**src/hdl/capture_pkg.sv**
```systemverilog
package capture_pkg;

   // Sensor sample and host bus widths
   localparam int PIXEL_W = 10;
   localparam int WORD_W  = 32;

   // Bus word is built from two halfwords
   localparam int HALF_W  = WORD_W / 2;

   // Counter widths
   localparam int ROW_COUNT_W = 10;
   localparam int COL_COUNT_W = 10;
   localparam int PIX_COUNT_W = 21;

   // Raw sample from the sensor
   typedef logic [PIXEL_W-1:0]     pixel_t;

   // Word as it enters the downstream FIFO
   typedef logic [WORD_W-1:0]      word_t;

   // One half of a bus word
   typedef logic [HALF_W-1:0]      half_t;

   // Counter types
   typedef logic [ROW_COUNT_W-1:0] row_count_t;
   typedef logic [COL_COUNT_W-1:0] col_count_t;
   typedef logic [PIX_COUNT_W-1:0] pix_count_t;

   // Row window, first line of the frame is row 1
   localparam row_count_t ROW_FIRST = row_count_t'(1);
   localparam row_count_t ROW_LAST  = row_count_t'(480);

   // Row counter parks here once past the window
   localparam row_count_t ROW_SAT   = ROW_LAST + row_count_t'(1);

   // Column window starts at the first pixel of a line
   // Counter parks at the limit
   localparam col_count_t ACTIVE_COLS = col_count_t'(640);

   // Frame write counter stops at all ones
   localparam pix_count_t PIX_COUNT_MAX = '1;

   // Padding between the sample and the top of its halfword
   localparam int PAD_W = HALF_W - PIXEL_W;

endpackage

```
**src/hdl/column_tracker.sv**
```systemverilog
`timescale 1ns/1ps

module column_tracker
(
   input  logic clk_80,
   input  logic FRAME_VALID,
   input  logic LINE_VALID,
   output logic col_active
);

   import capture_pkg::*;

   // Pixels already sampled in the current line
   col_count_t col_count;

   // Current sample still inside the column window
   logic       col_in_window;

   // Count before the increment decides the flag
   assign col_in_window = (col_count < ACTIVE_COLS);

   always_ff @(posedge clk_80 or negedge FRAME_VALID)
   begin
      if (!FRAME_VALID)
      begin
         col_count  <= '0;
         col_active <= 1'b0;
      end
      else if (!LINE_VALID)
      begin
         // Gap between lines
         // Next line starts again at column 0
         col_count  <= '0;
         col_active <= 1'b0;
      end
      else
      begin
         // Sample edge
         col_active <= col_in_window;
         // Saturate at the window width
         // Extra pixels of a long line leave the count alone
         if (col_in_window)
         begin
            col_count <= col_count + col_count_t'(1);
         end
      end
   end

endmodule

```
**src/hdl/line_tracker.sv**
```systemverilog
`timescale 1ns/1ps

module line_tracker
(
   input  logic clk_80,
   input  logic FRAME_VALID,
   input  logic LINE_VALID,
   output logic row_active
);

   import capture_pkg::*;

   // LINE_VALID from the previous edge
   logic       lv_prev;

   // High on the first sample of a line
   logic       line_start;

   // Lines seen so far in this frame
   row_count_t row_count;

   // Count including the line that starts now
   row_count_t row_next;

   // Updated count inside the row window
   logic       row_in_window;

   // Rising edge of LINE_VALID, seen on the clk_80 grid
   assign line_start = LINE_VALID & ~lv_prev;

   // Advance on each line start
   // Stop one past the last row so later lines stay outside
   always_comb
   begin
      row_next = row_count;
      if (line_start && (row_count != ROW_SAT))
      begin
         row_next = row_count + row_count_t'(1);
      end
   end

   // Rows 1 to 480 inclusive
   assign row_in_window = (row_next >= ROW_FIRST) && (row_next <= ROW_LAST);

   // FRAME_VALID low clears everything
   // Each frame starts again at row 0
   always_ff @(posedge clk_80 or negedge FRAME_VALID)
   begin
      if (!FRAME_VALID)
      begin
         lv_prev    <= 1'b0;
         row_count  <= '0;
         row_active <= 1'b0;
      end
      else
      begin
         lv_prev    <= LINE_VALID;
         row_count  <= row_next;
         // Flag for the pixel sampled at this edge
         // Low between lines
         row_active <= LINE_VALID & row_in_window;
      end
   end

endmodule

```
**src/hdl/pixel_writer.sv**
```systemverilog
`timescale 1ns/1ps

module pixel_writer
(
   input  logic                    clk_80,
   input  logic                    FRAME_VALID,
   input  capture_pkg::pixel_t     DATA_IMAGE,
   input  logic                    row_active,
   input  logic                    col_active,
   input  logic                    fifo_full,
   output logic                    fifo_wr_en,
   output capture_pkg::word_t      fifo_din,
   output capture_pkg::pix_count_t frame_pixels,
   output logic                    overflow
);

   import capture_pkg::*;

   // Sensor output is inverted
   pixel_t sample_inv;

   // Inverted sample zero-extended to a halfword
   half_t  sample_half;

   // Word after the halfword swap
   word_t  bus_word;

   assign sample_inv = ~DATA_IMAGE;

   assign sample_half = {{PAD_W{1'b0}}, sample_inv};

   // Host reads the halves in the other order
   // Sample lands in bits 25 to 16, low half stays zero
   assign bus_word = {sample_half, half_t'(0)};

   // Word register
   // Loaded on every edge, only meaningful with fifo_wr_en
   always_ff @(posedge clk_80)
   begin
      fifo_din <= bus_word;
   end

   // Both flags were registered at the same edge as fifo_din
   // Write lands one cycle after the sample
   assign fifo_wr_en = row_active & col_active;

   // Writes in this frame
   // Saturates instead of wrapping
   always_ff @(posedge clk_80 or negedge FRAME_VALID)
   begin
      if (!FRAME_VALID)
      begin
         frame_pixels <= '0;
      end
      else if (fifo_wr_en && (frame_pixels != PIX_COUNT_MAX))
      begin
         frame_pixels <= frame_pixels + pix_count_t'(1);
      end
   end

   // Sticky overflow
   // Any edge with the FIFO full, write or not
   // Writes are not held back, data may be lost downstream
   always_ff @(posedge clk_80 or negedge FRAME_VALID)
   begin
      if (!FRAME_VALID)
      begin
         overflow <= 1'b0;
      end
      else if (fifo_full)
      begin
         overflow <= 1'b1;
      end
   end

endmodule

```
**src/hdl/sensor_capture_top.sv**
```systemverilog
`timescale 1ns/1ps

module sensor_capture_top
(
   input  logic                    clk_80,
   input  logic                    FRAME_VALID,
   input  logic                    LINE_VALID,
   input  capture_pkg::pixel_t     DATA_IMAGE,
   input  logic                    fifo_full,
   output logic                    fifo_wr_en,
   output capture_pkg::word_t      fifo_din,
   output capture_pkg::pix_count_t frame_pixels,
   output logic                    overflow
);

   // Current pixel lies in rows 1 to 480
   logic row_active;

   // Current pixel lies in the first 640 columns
   logic col_active;

   // Row window from LINE_VALID rising edges
   line_tracker u_line_tracker
   (
      .clk_80      (clk_80),
      .FRAME_VALID (FRAME_VALID),
      .LINE_VALID  (LINE_VALID),
      .row_active  (row_active)
   );

   // Column window from the samples within a line
   column_tracker u_column_tracker
   (
      .clk_80      (clk_80),
      .FRAME_VALID (FRAME_VALID),
      .LINE_VALID  (LINE_VALID),
      .col_active  (col_active)
   );

   // FIFO write side, word format and frame statistics
   pixel_writer u_pixel_writer
   (
      .clk_80       (clk_80),
      .FRAME_VALID  (FRAME_VALID),
      .DATA_IMAGE   (DATA_IMAGE),
      .row_active   (row_active),
      .col_active   (col_active),
      .fifo_full    (fifo_full),
      .fifo_wr_en   (fifo_wr_en),
      .fifo_din     (fifo_din),
      .frame_pixels (frame_pixels),
      .overflow     (overflow)
   );

endmodule

```
**config.mk**
```make
export PLATFORM = sky130hd
export DESIGN_NAME = sensor_capture_top
export DESIGN_NICKNAME = d
export VERILOG_FILES = /design/src/hdl/capture_pkg.sv /design/src/hdl/column_tracker.sv /design/src/hdl/line_tracker.sv /design/src/hdl/pixel_writer.sv /design/src/hdl/sensor_capture_top.sv
export SDC_FILE = /design/constraint.sdc
export NUM_CORES = 1
export LEC_CHECK = 0
export BUFFER_PORTS_ARGS = -buffer_cell sky130_fd_sc_hd__buf_2
export CAP_MARGIN = 20
export CORE_MARGIN = 2
export CORE_UTILIZATION = 48
export DETAILED_ROUTE_END_ITERATION = 16
export PLACE_DENSITY = 0.81
export SLEW_MARGIN = 0
export SYNTH_ARGS = -nofsm -noshare
export SYNTH_HDL_FRONTEND = slang
export SYNTH_SLANG_ARGS = --single-unit
```
**constraint.sdc**
```tcl
create_clock -name clk_80 -period 2.13 [get_ports clk_80]
set_input_delay 0.426 -clock clk_80 [delete_from_list [all_inputs] [get_ports clk_80]]
set_output_delay 0.426 -clock clk_80 [all_outputs]
set_load 0.02 [all_outputs]
```
==> flow_summary.yaml <==
outcome:
  outcome: "finished with violations"
  violations: "setup timing"
power:
  vdd_ir_drop_max_v: 0.0003673
  pwr_density_cell_nw_per_um2: 834.2
  leakagePower_nw: 1.626
finish:
  drive_gt1_share_pct: 31.02
  final_util_pct: 59.05
  antennaDiodeCount: 0
  num-fill-cells: 460
  nNetsFinal: 349
  synthToLayoutAreaGrowth_pct: 19.38
die:
  rows: 27
  die_h_um: 79.33
  coreArea_um2: 5507
  die_w_um: 79.33
  start_util_pct: 49.47
  die_area_um2: 6293
  num_io_pins: 69
logic_synthesis:
  syn_avg_cell_area_um2: 10.36
  yosys_warnings: 0
  synth.distinct_cells: 49
  netlist_area_um2: 2724
  synth-seq-cells: 55
  synth_cells: 263
  yosysTopAreaCell: "dfrtp_1"
  seq_area_frac_synth_pct: 48.69
  yosysTopAreaCellShare_pct: 41.34
  async_flop_share_pct: 81.82
  ys_top_cells_by_area: "dfrtp_1 41%, dfxtp_1 7.3%, xor2_1 6.4%, buf_4 6.1%, xnor2_1 4.5%"
  synth-main-ff-cell: "dfrtp_1"
  synth_edf_count: 0
setup_path:
  ff2ff_path_depth: 8
  end_kind: "flop"
  setup.worst_path.class: "reg -> reg"
  r2r-start: "u_line_tracker.row_count[1]"
  reg2reg_setup_slack_ps: -40
  required_ps: 2330
  cp-start-kind: "flop"
  worst-path-max-fanout: 4
  critPathCapture: "u_line_tracker.row_active"
  crit_start: "u_line_tracker.row_count[1]"
  r2r-end: "u_line_tracker.row_active"
  arrival_ps: 2380
route:
  wl_per_cell_um: 13.21
  vias: 2061
  drtPass1Iterations: 4
  drt_iter0_markers: 121
  ant_nets: 0
  routed_wl_um: 5336
  drcViolationCount: 0
  vias_per_cell: 5.101
min_path:
  hold_path.class: "in -> async"
grt:
  grt_pass1_vias: 1980
  globalRoute.totalOverflow: 0
  grt_util_all_layers_pct: 17.72
  grt_max_degree: 46
  antenna_found_initial: 0
  grt_pass1_wl_um: 8859
clock_tree:
  cts.clk_slew.worst_paths_ps: 100
  clk_latency_ps: 310
  clock_path_buffers: 2
  cts_tree: "built"
  htreeDepth: 2
  clockRootBuffer: "clkbuf_8"
  cts-buffers-inserted: 5
  postCtsHoldBufs: 0
  clkSinkCount: 55
sta:
  drv_slew: 0
  layout_setup_ws_ps: -43.66
  period_needed_ps: 2174
  setup_viol: 1
  clock.fmax_ghz: 0.4601
  finalHoldViolCount: 0
  skew_ps: 7.317
  rsz0062_at_grt: "true"
  fin_crit_sh_pct: 102.0
placed_design:
  place_hpwl_um: 3825
  io_buffer_count: 46
  post-place-ws_ps: -55.55
  finalWeightedCongestion: 0.8754
run:
  maxCapViolations: 0
[final cells by class]
type                            instances  area, µm²  area share [%]
Tap cell                               72      90.09           2.770
Clock inverter                          2      16.27          0.5002
Timing Repair Buffer                   69      415.4           12.77
Clock buffer                            6      82.58           2.539
Multi-Input combinational cell        182       1246           38.32
Sequential cell                        55       1334           41.02
Inverter                               18      67.56           2.078
[layer usage]
layer / wire [µm] / share of wire, % / vias to the layer above / track usage, %
met2: 2774 / 52 / 70 / 31.86
met3: 260 / 4.9 / 18 / 3.636
met1: 2177 / 41 / 997 / 20.53
li1: - / - / 976 / -
met4: 122 / 2.3 / 0 / 7.069
met5: 0 / 0 / - / 0
[cell families after synthesis]
group | after synthesis | synth area share [%]
compound gates | 22 | 7.625
xor+xnor | 34 | 10.93
fa+ha+maj | 4 | 1.837
buf+inv | 47 | 9.830
flops | 55 | 48.69
mux | 3 | 1.148
other cells | 1 | 0.1377
simple gates | 97 | 19.80
[stage by stage]
step	TNS [ps]	cells	power (W)	area, µm²	hold WS [ps]
after global placement	0	391	0.002008	3099	420.0
after CTS	-75.37	401	0.002700	3222	85.55
after floorplan	-28.58	284	0.001793	2838	130.4
after detailed placement	-55.55	391	0.002051	3099	432.3
after global routing	-117.0	404	0.002879	3252	81.83
final	-43.66	404	0.002713	3252	69.46
[cell usage after synthesis, types with 5 or more instances]
master and instances:
nor3_1 10, nand4_1 7, buf_4 22, and3_1 5, nand3_1 9, dfrtp_1 45
nand2_1 20, dfxtp_1 10, nor2_1 18, inv_1 17, xnor2_1 14, xor2_1 20
clkbuf_1 5
[sequential cells by signal, indices dropped and copies added, names as in the netlist]
register	count
u_pixel_writer.frame_pixels	21
u_column_tracker.col_count	10
u_line_tracker.row_count	10
u_pixel_writer.fifo_din	10
u_column_tracker.col_active	1
u_line_tracker.lv_prev	1
u_line_tracker.row_active	1
u_pixel_writer.overflow	1
[cell usage in the layout (no fill, tap or decap), drive strengths merged, types with 5 or more instances in the layout]
cell	n
and3	5
buf	69
clkbuf	6
conb	22
dfrtp	45
dfxtp	10
inv	17
nand2	20
nand3	9
nand4	8
nor2	20
nor3	10
o21ai	5
xnor2	14
xor2	20
[repair_timing]
item | 4_1_cts | 5_1_grt
pin swaps | 3 | 2
gates resized for setup | 2 | 2
endpoints found under the setup margin | 1 | 2
cloned | 0 | 0
setup buffers | 2 | 3
[worst min path at each step]
stage,start,to,cells after the start
2_1_floorplan,FRAME_VALID,u_column_tracker.col_active,0
3_3_place_gp,FRAME_VALID,u_pixel_writer.frame_pixels[8],2
3_5_place_dp,FRAME_VALID,u_pixel_writer.frame_pixels[11],2
4_1_cts,FRAME_VALID,u_pixel_writer.frame_pixels[6],2
5_1_grt,FRAME_VALID,u_pixel_writer.frame_pixels[11],2
6_report,FRAME_VALID,u_pixel_writer.frame_pixels[6],2
[critical path, stage by stage (launching register included)]
cell and delay (ps):
dfrtp_1 390, buf_4 130, buf_4 130, ha_1 220, xnor2_1 160, and4_1 240
o221ai_1 180, o221a_1 310, a2111oi_2 300
[report_power, final]
part / leakage (nW) / switching [W] / total [W] / internal [W]
registers: 0.674 / 0.0000877 / 0.00124 / 0.00116
clock network: 0.0474 / 0.000350 / 0.000616 / 0.000266
logic: 0.905 / 0.000479 / 0.000853 / 0.000374
total: 1.63 / 0.000917 / 0.00271 / 0.00180
(Power assumes the default switching activity.)
